==> src/qracc_data_pkg.sv <==
// Datapath types for pixels, weights, the shared data word and the inner request structs
// Imported by the controller, the activation buffer, the MAC unit and the top level
`default_nettype none

package qracc_data_pkg;

    typedef logic [7:0]        act_t;
    typedef logic signed [7:0] wgt_t;

    // One bus word seen as four pixels or as four weights with lane 0 in the low byte
    typedef union packed {
        act_t [3:0] acts;
        wgt_t [3:0] wgts;
    } qracc_word_u;

    // Single port request into the activation memory
    typedef struct packed {
        logic       en;
        logic       we;
        logic [8:0] addr;
        act_t       wdata;
    } act_buf_req_t;

    // One filter tap where first clears the sum and last closes the output pixel
    typedef struct packed {
        logic       valid;
        act_t       pixel;
        logic [3:0] tap;
        logic       first;
        logic       last;
    } mac_tap_t;

    // Four weights at once starting at index base
    typedef struct packed {
        logic        en;
        qracc_word_u word;
        logic [3:0]  base;
    } wgt_wr_t;

endpackage

`default_nettype wire

==> src/qracc_cfg_pkg.sv <==
// Control-side definitions for the configuration word, command triggers and register map
// Shared by the APB block, the controller and the testbench
`default_nettype none

package qracc_cfg_pkg;

    // Register word at CONFIG with fmap_dim in the low bits
    typedef struct packed {
        logic [19:0] reserved;
        logic [4:0]  out_shift;
        logic [1:0]  filter_size;
        logic [4:0]  fmap_dim;
    } qracc_config_t;

    typedef enum logic [2:0] {
        TRIG_IDLE         = 3'd0,
        TRIG_LOAD_ACTS    = 3'd1,
        TRIG_LOAD_WEIGHTS = 3'd2,
        TRIG_COMPUTE      = 3'd3,
        TRIG_READ_ACTS    = 3'd4
    } qracc_trigger_t;

    // Byte addresses on the APB side
    localparam logic [3:0] CSR_ADDR_MAIN   = 4'h0;
    localparam logic [3:0] CSR_ADDR_CONFIG = 4'h4;
    localparam logic [3:0] CSR_ADDR_STATUS = 4'h8;
    localparam logic [3:0] CSR_ADDR_DATA   = 4'hC;

    // One-cycle command pulse towards the controller
    typedef struct packed {
        qracc_trigger_t trigger;
        logic           clear;
    } qracc_cmd_t;

endpackage

`default_nettype wire
==> src/qracc_mac.sv <==
// Weight store and multiply-accumulate for one output pixel at a time
// Shift, ReLU and saturation are applied on the last tap
`timescale 1ns/100ps
`default_nettype none

module qracc_mac
    import qracc_cfg_pkg::*;
    import qracc_data_pkg::*;
(
    input  logic          clk,
    input  logic          nrst,
    input  qracc_config_t cfg_i,
    input  mac_tap_t      tap_i,
    input  wgt_wr_t       wgt_wr_i,
    output logic          result_valid_o,
    output act_t          result_o
);

    localparam int NUM_WGT = 9;

    wgt_t               wgt_q [NUM_WGT];
    logic signed [16:0] prod;
    logic signed [31:0] acc_q;
    logic signed [31:0] acc_base;
    logic signed [31:0] acc_sum;
    logic signed [31:0] shifted;
    act_t               clamped;

    // Four weights per word with lanes beyond the last register dropped
    always_ff @(posedge clk) begin
        if (wgt_wr_i.en) begin
            for (int i = 0; i < 4; i++) begin
                if (int'(wgt_wr_i.base) + i < NUM_WGT) begin
                    wgt_q[int'(wgt_wr_i.base) + i] <= wgt_wr_i.word.wgts[i];
                end
            end
        end
    end

    // Unsigned pixel gets a zero on top before the signed multiply
    assign prod     = $signed({1'b0, tap_i.pixel}) * wgt_q[tap_i.tap];
    assign acc_base = tap_i.first ? '0 : acc_q;
    assign acc_sum  = acc_base + prod;
    assign shifted  = acc_sum >>> cfg_i.out_shift;

    always_comb begin
        if (shifted < 0) begin
            clamped = '0;
        end else if (shifted > 32'sd255) begin
            clamped = 8'd255;
        end else begin
            clamped = shifted[7:0];
        end
    end

    always_ff @(posedge clk) begin
        if (tap_i.valid) begin
            acc_q <= acc_sum;
        end
        if (tap_i.valid && tap_i.last) begin
            result_o <= clamped;
        end
    end

    always_ff @(posedge clk or negedge nrst) begin
        if (!nrst) begin
            result_valid_o <= 1'b0;
        end else begin
            result_valid_o <= tap_i.valid && tap_i.last;
        end
    end

    // Walk in the controller must stay inside the configured filter
    assert property (@(posedge clk) disable iff (!nrst)
        tap_i.valid |-> tap_i.tap < cfg_i.filter_size * cfg_i.filter_size);

endmodule

`default_nettype wire

==> config.mk <==
export PLATFORM = sky130hd
export DESIGN_NAME = qracc_mac
export DESIGN_NICKNAME = d
export VERILOG_FILES = /design/src/qracc_data_pkg.sv /design/src/qracc_cfg_pkg.sv /design/src/qracc_mac.sv
export SDC_FILE = /design/constraint.sdc
export NUM_CORES = 1
export LEC_CHECK = 0
export ABC_AREA = 1
export BUFFER_PORTS_ARGS = -buffer_cell sky130_fd_sc_hd__buf_4
export CORE_MARGIN = 2
export CORE_UTILIZATION = 25
export CTS_CLUSTER_DIAMETER = 150
export DETAILED_ROUTE_END_ITERATION = 10
export HOLD_SLACK_MARGIN = 0.08
export SKIP_LAST_GASP = 1
export SLEW_MARGIN = 5
export SYNTH_ARGS = -nofsm -noshare
export SYNTH_HDL_FRONTEND = slang
export SYNTH_SLANG_ARGS = --single-unit
==> constraint.sdc <==
create_clock -name clk -period 13.1 [get_ports clk]
set_clock_uncertainty 0.05 [all_clocks]
set_input_delay 1.31 -clock clk [delete_from_list [all_inputs] [get_ports clk]]
set_output_delay 1.31 -clock clk [all_outputs]
set_load 0.005 [all_outputs]
Word-level counts from Yosys, hierarchy flattened

Memories as Yosys holds them, arrays and structs flattened.
Cells that the tools add are included.

Bits in writable memories: 72
Latch bits: 0
Memories kept: 1
Flip-flop bits (word level): 41
Logic and storage cells: 31
ROM bits: 0
Input bits: 86

Memory list:

| memory | words | bits a word | read ports | clocked after Yosys merged registers in | write ports | line            | source |
|---|---|---|---|---|---|---|---|
| wgt_q  | 9     | 8           | 1          | 0                                       | 4           | qracc_mac.sv:21 | `wgt_t wgt_q [NUM_WGT];` |

Bitwise logic cells: 0
$add $sub $neg: 4
$mul: 1
Eq/ne operators: 0
Div/mod/pow operators: 0
Muxes and demuxes: 14
Reduce and logical (&&, ||, !) cells: 1
Order comparisons: 6
Shifts and indexed selects: 1

Operators with widths:

| operator                                                       | number |
|---|---|
| less-than comparator 32 x 5 -> 1 bit, second input constant    | 3 |
| adder 32 x 17 -> 32 bit                                        | 1 |
| greater-than comparator 32 x 9 -> 1 bit, second input constant | 1 |
| less-than comparator 32 x 1 -> 1 bit, second input constant    | 1 |
| 2-to-1 mux 32 bit                                              | 1 |
| >>> shifter 32 x 5 -> 32 bit                                   | 1 |
| multiplier 9 x 8 -> 17 bit                                     | 1 |
| 2-to-1 mux 1 bit                                               | 12 |
| adder 4 x 2 -> 5 bit, second input constant                    | 2 |
| 2-to-1 mux 8 bit                                               | 1 |
| adder 4 x 1 -> 5 bit, second input constant                    | 1 |
| less-than comparator 4 bit, second input constant              | 1 |
| logical AND 1 bit                                              | 1 |

Longest topological paths before layout

Gate-level depths: netlist (run 1).
An unclocked memory read counts as a cell.

Depth in word-level cells: 6
Mapped depth: 39

Worst setup path before layout (run 1)

OpenSTA, ideal clock, no wires.

Path type: input-to-reg
Start: input tap_i[2] (netlist bit)
End: register result_o[0], data pin
Data arrival time: 7.104 ns
Path buffers: 2
Data required time: 12.784 ns
Setup slack: 5.680 ns
Cell stages on the path: 35
Setup time: 0.266 ns
Cells stage by stage: inv_2 clkbuf_1 clkbuf_1 nor2_1 o221ai_1 nand3_1 o21ai_1 nand2_1 fa_1 inv_1 fa_1 fa_1 fa_1 fa_1 ha_1 nand2_1 inv_1 nand2_1 nand2_1 nand2_1 nand3_1 nand3_2 nand2_1 nand2_1 nand3_1 nand2_1 nand2_1 nand3_1 nand2_1 nand2_1 nand2_1 nor2_1 nand3_1 o21bai_4 a21oi_2

Word-level cells in the longest chain between the ends: 6

Ends and longest elaborated chain:

| what                                    | line            | source |
|---|---|---|
| from (decl)                             | qracc_mac.sv:13 | `input mac_tap_t tap_i,` |
| memory (9 x 8 bit) *                    | -               |  |
| multiplier 9 x 8 -> 17 bit *            | qracc_mac.sv:41 | `assign prod = $signed({1'b0, tap_i.pixel}) * wgt_q[tap_i.tap];` |
| adder 32 x 17 -> 32 bit *               | qracc_mac.sv:43 | `assign acc_sum = acc_base + prod;` |
| >>> shifter 32 x 5 -> 32 bit *          | qracc_mac.sv:44 | `assign shifted = acc_sum >>> cfg_i.out_shift;` |
| greater-than comparator 32 x 9 -> 1 bit | qracc_mac.sv:49 | `end else if (shifted > 32'sd255) begin` |
| 2-to-1 mux 8 bit                        | qracc_mac.sv:49 |  |
| to (signal assigned)                    | qracc_mac.sv:61 | `result_o <= clamped;` |
| to (decl)                               | qracc_mac.sv:16 | `output act_t result_o` |

Every way passes the cells marked *; elsewhere a longest branch is shown, timed or not.
A chain may end at the register's enable or synchronous reset.

Final worst setup path (run 1)

Start: input tap_i[2] (netlist bit)
End: register result_o[1], data pin

Same word-level chain as after synthesis.

==> results.py, run 1 <==
metrics = {
    "critical_path": {
        "crit_slowest_cell": "fa_1",
        "crit_path_max_incr_delay_ps": 590,
        "start_kind": "input port",
        "crit_required_ps": 13220,
        "crit_fanout": 33,
        "worstSetupEndpointType": "flop",
        "cpMostUsedCell": "nand2_1",
        "critical-path-top-delay-family": "simple AND/OR/NAND/NOR gates",
        "crit_arrival_ps": 8720,
        "crit_buf_inv": 3,
        "crit_type": "in2reg",
    },
    "timing": {
        "finalHoldViolations": 0,
        "max_slew_margin_pct": 21.1,
        "rsz0062_at_grt": "false",
        "min_period_ps": 8600,
        "setup_viol": 0,
        "tns_ps": 0,
        "slew_violations": 0,
        "max_slew.worst_pin.slew_ps": 1180,
        "worst_slack_ps": 4500,
        "finalCritPeriodShare_pct": 65.7,
        "clock.fmax_mhz": 116,
    },
    "clock_network": {
        "clockRootBuffer": "clkbuf_16",
        "clkSlewWorstSetupHoldPaths_ps": 50,
        "h-tree-depth": 4,
        "clk_path_buf_depth": 2,
        "cts_hold_buf": 0,
        "post_cts_resize_count": 0,
        "insertion_delay_ps": 440,
        "numCtsBuffers": 17,
        "cts_tree": "yes",
        "post_cts_buffers": 0,
        "cts.sinks": 113,
    },
    "synth": {
        "synth_compound_area_share_pct": 14.7,
        "async_flop_share_pct": 0.885,
        "yosysSeqAreaShare_pct": 25.3,
        "synthCells": 1922,
        "synthAdderAreaFrac_pct": 18.8,
        "yosysWarnings": 0,
        "avgSynthCellArea_um2": 6.98,
        "synth_enable_flop_cells": 112,
        "synth_ff_type": "edfxtp_1",
        "synth_mux_area_share_pct": 0.0746,
        "netlist_area_mm2": 0.0134,
        "yosys_register_bits": 113,
        "synth_cell_types": 51,
        "synthXorXnorAreaFrac_pct": 0.578,
        "synth_top_family_by_area": "simple AND/OR/NAND/NOR gates",
        "synth.net_count": 2178,
        "yosys.area_share.simple_pct": 30.0,
    },
    "pwr": {
        "power_leakage_nw": 7.31,
        "finalPower_w": 0.00322,
        "power_density_mw_per_mm2": 213,
        "peakVddDrop_v": 0.000197,
    },
    "final_layout": {
        "nNetsFinal": 2202,
        "syn2layout_area_growth_pct": 12.6,
        "antenna_cells": 0,
        "drive_above_1_share_pct": 8.83,
    },
    "place": {
        "dp_hpwl_mm": 35.2,
        "place_ws_ps": 4060,
        "portBuffers": 67,
        "gp_congestion": 0.952,
    },
    "routing": {
        "viasPerCell": 4.99,
        "drc": 0,
        "ant_nets": 0,
        "vias": 13200,
        "wl_per_cell_um": 16.5,
        "routed_wirelength_mm": 43.7,
        "drt-pass1-iter-count": 6,
        "drtIter0Drc": 1292,
    },
    "global_routing": {
        "grt_pass1_wl_mm": 69.6,
        "grt_pass1_vias": 12800,
        "antenna_found_initial": 1,
        "grt_max_degree": 38,
        "overflow": 0,
        "grt_util_all_layers_pct": 15.8,
    },
    "floorplan": {
        "die_w_um": 236,
        "die_area_mm2": 0.0555,
        "die_h_um": 236,
        "core-area_mm2": 0.0528,
        "ioPinCount": 95,
        "initial_core_util_pct": 25.4,
        "num_rows": 84,
    },
    "worst_hold_path": {
        "min-delay-path-class": "in2async",
    },
    "status": {
        "status": "finished clean",
    },
    "job": {
        "cap_violations": 0,
    },
}
worst register-to-register path: cells and delay by family, from the launching register on:
kind	cells	cell delay (ps)
AO/OA/AOI/OAI	2	380
flip-flops	1	330
adder cells (fa/ha/maj)	6	3010
buffers and inverters	2	100
AND/OR/NAND/NOR	22	3210
cells in the final DEF (no fill, tap or decap), drive strengths merged, types with 3 or more instances in the layout:
master and n:
clkbuf 17, fa 52, ha 118, clkinv 15, nor2 195, a21oi 76
nor3 17, o221ai 18, a211oi 6, a31oi 41, o21ai 98, xor2 7
nand4 18, o2111ai 6, inv 308, edfxtp 112, o21bai 3, nand2 509
buf 68, o22ai 13, o211ai 46, nand3 195
report_power, final:
part           internal (W)  switching [W]
clock              0.000265       0.000191
combinational      0.000715        0.00150
sequential         0.000532      0.0000184
total               0.00151        0.00171
registers in the layout, summed over array words and instances (netlist names):
name            flops
result_o            8
wgt_q              72
acc_q              32
result_valid_o      1
through the flow:
| step | instances | utilization (%) | hold WS, ps | area (um^2) |
|---|---|---|---|---|
| floorplan | 1922 | - | 591 | 13400 |
| global placement | 2615 | 27.5 | 630 | 14500 |
| detailed placement | 2615 | 27.5 | 640 | 14500 |
| CTS | 2647 | 28.6 | 571 | 15100 |
| global route | 2647 | 28.6 | 569 | 15100 |
| finish | 2647 | 28.6 | 588 | 15100 |
Yosys cell counts (all sizes together) (2+ instances only):
| master | count | share of area, % |
|---|---|---|
| o22ai | 13 | 0.61 |
| a221oi | 2 | 0.13 |
| a22oi | 2 | 0.11 |
| nand2 | 509 | 15 |
| xor2 | 7 | 0.46 |
| clkbuf | 42 | 1.2 |
| nor2 | 195 | 5.8 |
| o211ai | 46 | 2.6 |
| a31oi | 41 | 1.9 |
| buf | 21 | 0.75 |
| a211oi | 6 | 0.34 |
| nand4 | 18 | 0.89 |
| edfxtp | 112 | 25 |
| fa | 52 | 7.8 |
| clkinv | 10 | 0.28 |
| nor3 | 17 | 0.97 |
| o221ai | 18 | 1.2 |
| a21oi | 76 | 3.1 |
| o21ai | 98 | 3.7 |
| o21bai | 3 | 0.25 |
| nand3 | 195 | 7.6 |
| ha | 118 | 11 |
| inv | 301 | 8.4 |
| o2111ai | 6 | 0.39 |
per-layer routing:
metal | wire (um) | vias to the layer above | part of all wire [%] | GRT usage, %
met5 | 0 | - | 0 | 0
met4 | 1110 | 0 | 2.5 | 4.94
met3 | 3050 | 82 | 7.0 | 2.35
met2 | 19900 | 529 | 46 | 26.1
met1 | 19700 | 6153 | 45 | 21.1
li1 | - | 6446 | - | -
path summary, 6_finish.rpt:
check	from	to	slack, ps	cells after the start
worst max-delay path	tap_i[2]	result_o[1]$_SDFFCE_PP0P_	4500	34
worst min-delay path	nrst	result_valid_o$_DFF_PN0_	590	1
worst max register to register	wgt_q[4][7]$_DFFE_PP_	result_o[1]$_SDFFCE_PP0P_	5760	32
worst min register to register	acc_q[0]$_DFFE_PP_	acc_q[0]$_DFFE_PP_	650	3
max in group asynchronous	nrst	result_valid_o$_DFF_PN0_	12330	1
min in group clk	acc_q[0]$_DFFE_PP_	acc_q[0]$_DFFE_PP_	650	3
cell type report:
type                            count  area [um^2]
Tap cell                          688          861
Clock inverter                     15          148
Inverter                          311         1170
Fill cell                        5851        37700
Clock buffer                       17          425
Multi-Input combinational cell   1435         8600
Timing Repair Buffer               68          510
Sequential cell                   113         3390
cell families after synthesis:
family | after synthesis
compound gates | 318
xor+xnor | 8
fa+ha+maj | 170
buf+inv | 374
flops | 113
mux | 1
simple gates | 938
Power figures use the tool's default switching activity.
==> inputs of run 2 (changes only) <==
Clock period 13.1 ns to 8 ns, I/O delays scaled along.
==> run 2 against run 1 <==
  * Cell count up 0.98%
  * Power up 67%
  * Worst setup slack worse by 4000 ps
  * Clock power up 63%
  * Flip-flop and latch count unchanged
  * Global-route usage up 0.61 points
  * Non-clock buffer count up 26
  * Hold slack better by 56 ps
  * Sequential share of layout area down 0.28 points
  * Combinational power up 68%
  * Wire length up 4.2%
  * Sequential power up 64%
  * Critical endpoint is now result_o[7]$_SDFFCE_PP0P_
==> results.py, run 2 (same netlist as run 1, synthesis figures left out) <==
metrics = {
    "status": {
        "status": "finished clean",
    },
    "global_routing": {
        "grt_pass1_vias": 12800,
        "grt_util_all_layers_pct": 16.4,
        "grt_max_degree": 38,
        "antenna_found_initial": 1,
        "grt_pass1_wl_mm": 71.3,
        "overflow": 0,
    },
    "floorplan": {
        "num_rows": 84,
        "die_w_um": 236,
        "die_area_mm2": 0.0555,
        "initial_core_util_pct": 25.4,
        "die_h_um": 236,
        "ioPinCount": 95,
        "core-area_mm2": 0.0528,
    },
    "final_layout": {
        "multiInputGateArea_mm2": 0.00860,
        "nFillCells": 5774,
        "nNetsFinal": 2228,
        "top_regs": "wgt_q (72), acc_q (32), result_o (8)",
        "regMostFlops": "wgt_q",
        "drive_above_1_share_pct": 9.87,
        "antenna_cells": 0,
        "final_cell_mix": "nand2_1, inv_1, nand3_1",
        "final_common_cell": "nand2_1",
        "regArea_mm2": 0.00339,
        "final_util_pct": 29.0,
        "syn2layout_area_growth_pct": 14.0,
        "largest_reg_flops": 72,
    },
    "clock_network": {
        "clk_path_buf_depth": 2,
        "numCtsBuffers": 17,
        "clkSlewWorstSetupHoldPaths_ps": 50,
        "insertion_delay_ps": 430,
        "h-tree-depth": 4,
        "cts_tree": "yes",
        "cts.sinks": 113,
        "clockRootBuffer": "clkbuf_16",
    },
    "timing": {
        "slew_violations": 0,
        "rsz0062_at_grt": "false",
        "setup_viol": 0,
        "max_slew.worst_pin.slew_ps": 1090,
        "max_slew_margin_pct": 27.5,
        "worst_slack_ps": 533,
        "tns_ps": 0,
        "finalCritPeriodShare_pct": 93.3,
        "clock.fmax_mhz": 134,
        "min_period_ps": 7470,
        "whs_ps": 644,
        "finalHoldViolations": 0,
    },
    "critical_path": {
        "cpMostUsedCell": "nand2_1",
        "reg2reg_from": "wgt_q[0][5]$_DFFE_PP_",
        "r2r_cells": 31,
        "crit_required_ps": 8110,
        "regToRegSetupSlack_ps": 1050,
        "crit_path_max_incr_delay_ps": 600,
        "r2r-end": "result_o[7]$_SDFFCE_PP0P_",
        "start_kind": "input port",
        "crit_arrival_ps": 7580,
        "crit_fanout": 20,
        "crit_slowest_cell": "fa_1",
        "worstSetupEndpointType": "flop",
        "crit_type": "in2reg",
    },
    "place": {
        "place_ws_ps": 146,
        "portBuffers": 67,
        "gp_congestion": 0.993,
        "dp_hpwl_mm": 36.5,
    },
    "pwr": {
        "peakVddDrop_v": 0.000329,
        "power_density_mw_per_mm2": 352,
        "power_leakage_nw": 7.43,
    },
    "routing": {
        "viasPerCell": 4.98,
        "wl_per_cell_um": 17.0,
        "vias": 13300,
        "routed_wirelength_mm": 45.6,
        "drt-pass1-iter-count": 7,
        "ant_nets": 0,
        "drc": 0,
        "drtIter0Drc": 1439,
    },
    "worst_hold_path": {
        "min-delay-path-class": "in2async",
    },
    "job": {
        "cap_violations": 0,
    },
}
==> run 2: report_power, final <==
group	total [W]	internal, W	switching (W)
combinational	0.00374	0.00123	0.00250
sequential	0.000903	0.000872	0.0000315
clock	0.000745	0.000429	0.000316
==> run 2: layout make-up <==
cell class,count,share of cell area (%)
flip-flops and latches,113,22.1
well taps,688,5.63
inverters,311,7.63
multi-input cells,1435,56.2
clock inverters,15,0.859
clock buffers,17,2.78
repair buffers,94,4.71
==> run 2: timing repair <==
action	4_1_cts	5_1_grt
buffers inserted	0	0
hold endpoints to repair	1	0
hold buffers	1	0
endpoints found under the setup margin	0	2
gates resized for setup	0	1
==> run 2: layer usage <==
metal / up-vias / track usage [%] / routed length (um)
met3: 106 / 2.76 / 2770
met4: 2 / 6.68 / 1850
met5: - / 0 / 9
met1: 6206 / 21.4 / 20400
met2: 492 / 26.8 / 20600
li1: 6503 / - / -
==> run 2: worst max path at each step <==
stage	startpoint	slack, ps	end
6_report	tap_i[2]	530	result_o[7]$_SDFFCE_PP0P_
4_1_cts	tap_i[3]	580	result_o[7]$_SDFFCE_PP0P_
2_1_floorplan	tap_i[2]	1090	result_o[0]$_SDFFCE_PP0P_
5_1_grt	tap_i[2]	10	result_o[0]$_SDFFCE_PP0P_
3_5_place_dp	tap_i[3]	150	result_o[7]$_SDFFCE_PP0P_
3_3_place_gp	tap_i[3]	240	result_o[6]$_SDFFCE_PP0P_
==> run 2: worst max-delay path: cells and delay by family <==
kind / cells / cell delay [ps]
fa+ha+maj: 6 / 2990
simple gates: 19 / 2180
compound gates: 4 / 920
buf+inv: 4 / 700
==> run 2: through the flow <==
| stage | area, um^2 | instances | total power, W |
|---|---|---|---|
| after detailed placement | 14700 | 2640 | 0.00462 |
| after floorplan | 13400 | 1922 | 0.00358 |
| after global placement | 14700 | 2640 | 0.00459 |
| final | 15300 | 2673 | 0.00539 |
| after CTS | 15300 | 2673 | 0.00539 |
| after global routing | 15300 | 2673 | 0.00597 |
==> inputs of run 3 (changes only) <==
Settings changed: CORE_MARGIN 2 to 8.
==> run 3 against run 2 <==
  * Register-to-register slack better by 40 ps
  * Sequential share of layout area is 0.31 points lower
  * Cell count is 1.1% higher
  * Maximum frequency is 1.1% higher
  * Sequential power hardly changed
  * Hold slack worse by 17 ps
  * Die area is 10% higher
  * Largest power group unchanged
  * Non-clock buffer count is 19 higher
  * Combinational power is 3% higher
==> results.py, run 3 (same netlist as run 1, synthesis figures left out) <==
metrics = {
    "critical_path": {
        "r2r-end": "result_o[1]$_SDFFCE_PP0P_",
        "crit_fanout": 23,
        "worstSetupStartpoint": "tap_i[2]",
        "start_kind": "input port",
        "crit_path_max_incr_delay_ps": 590,
        "crit_arrival_ps": 7510,
        "worstSetupEndpointType": "flop",
        "crit_slowest_cell": "fa_1",
        "crit_required_ps": 8130,
        "regToRegSetupSlack_ps": 1090,
        "cpMostUsedCell": "nand2_1",
        "reg2reg_from": "wgt_q[2][6]$_DFFE_PP_",
        "r2r_cells": 35,
        "crit_type": "in2reg",
    },
    "final_layout": {
        "stdcell_count": 2702,
        "final_util_pct": 29.0,
        "final_common_cell": "nand2_1",
        "nNetsFinal": 2247,
        "final_cell_mix": "nand2_1, inv_1, nand3_1",
        "top_regs": "wgt_q (72), acc_q (32), result_o (8)",
        "regMostFlops": "wgt_q",
        "syn2layout_area_growth_pct": 15.6,
        "drive_above_1_share_pct": 10.9,
        "largest_reg_flops": 72,
    },
    "routing": {
        "viasPerCell": 4.95,
        "wl_per_cell_um": 17.0,
        "ant_nets": 0,
        "drt-pass1-iter-count": 6,
        "drc": 0,
        "drtIter0Drc": 1240,
        "routed_wirelength_mm": 45.8,
        "vias": 13400,
    },
    "floorplan": {
        "ioPinCount": 95,
        "core-area_mm2": 0.0535,
        "die_h_um": 248,
        "die_area_mm2": 0.0613,
        "num_rows": 85,
        "initial_core_util_pct": 25.1,
        "die_w_um": 248,
    },
    "place": {
        "gp_congestion": 0.972,
        "portBuffers": 67,
        "place_ws_ps": 172,
        "dp_hpwl_mm": 36.7,
        "dp.cells": 2667,
    },
    "clock_network": {
        "cts.sinks": 113,
        "clockRootBuffer": "clkbuf_16",
        "insertion_delay_ps": 440,
        "clkSlewWorstSetupHoldPaths_ps": 60,
        "cts_hold_buf": 1,
        "h-tree-depth": 4,
        "post_cts_resize_count": 0,
        "numCtsBuffers": 17,
        "clk_path_buf_depth": 2,
        "post_cts_buffers": 0,
        "cts_tree": "yes",
    },
    "pwr": {
        "power_density_mw_per_mm2": 359,
        "power_leakage_nw": 7.55,
        "peakVddDrop_v": 0.000323,
    },
    "global_routing": {
        "antenna_found_initial": 4,
        "grt_max_degree": 38,
        "grt_pass1_vias": 13100,
        "grt_util_all_layers_pct": 15.1,
        "grt_pass1_wl_mm": 72.8,
        "overflow": 0,
    },
    "status": {
        "status": "finished clean",
    },
    "timing": {
        "finalHoldViolations": 0,
        "max_slew.worst_pin.slew_ps": 1110,
        "worst_slack_ps": 612,
        "rsz0062_at_grt": "false",
        "finalCritPeriodShare_pct": 92.4,
        "tns_ps": 0,
        "setup_viol": 0,
        "min_period_ps": 7390,
        "slew_violations": 0,
        "max_slew_margin_pct": 25.8,
        "clock.fmax_mhz": 135,
    },
    "worst_hold_path": {
        "min-delay-path-class": "in2async",
    },
    "job": {
        "cap_violations": 0,
    },
}
==> run 3: cell count changes in the layout (fill, tap and decap cells not counted), sizes merged <==
cell    previous run  this run
buf               93       112
clkinv            16        11
inv              307       311
diode              0         2
bufinv             1         2
==> run 3: through the flow <==
stage / cell area (um^2) / total power [W] / hold slack (ps)
4_1_cts: 15500 / 0.00559 / 608
3_3_place_gp: 14900 / 0.00471 / 526
2_1_floorplan: 13400 / 0.00358 / 454
6_report: 15500 / 0.00557 / 627
5_1_grt: 15500 / 0.00618 / 611
3_5_place_dp: 14900 / 0.00474 / 526
==> run 3: worst max path at each step <==
| stage | end | slack (ps) |
|---|---|---|
| floorplan | result_o[0]$_SDFFCE_PP0P_ | 1090 |
| global placement | result_o[5]$_SDFFCE_PP0P_ | 230 |
| detailed placement | result_o[1]$_SDFFCE_PP0P_ | 170 |
| CTS | result_o[1]$_SDFFCE_PP0P_ | 630 |
| global route | result_o[1]$_SDFFCE_PP0P_ | 70 |
| finish | result_o[1]$_SDFFCE_PP0P_ | 610 |
==> run 3: critical path: cells and delay by family <==
kind / cells / cell delay, ps
simple gates: 19 / 1930
buf+inv: 8 / 1200
fa+ha+maj: 6 / 2560
compound gates: 5 / 990
==> run 3: layout make-up <==
type	count	area, um^2
multi-input cells	1435	8600
clock buffers	17	425
flip-flops and latches	113	3390
inverters	311	1170
diodes	2	5.00
fillers	5799	38000
repair buffers	113	863
clock inverters	15	189
well taps	696	871
==> run 3: power by group <==
group / total (W) / switching, W / leakage [nW] / internal, W
Clock: 0.000824 / 0.000348 / 0.296 / 0.000475
Combinational: 0.00384 / 0.00250 / 6.19 / 0.00134
Sequential: 0.000904 / 0.0000319 / 1.06 / 0.000872
==> run 3: layer usage <==
layer,GRT usage [%],vias to the layer above,part of all wire (%)
met5,0,-,0.059
met3,2.70,94,6.8
met1,19.9,6251,45
li1,-,6541,-
met2,24.6,496,45
met4,5.38,4,3.2
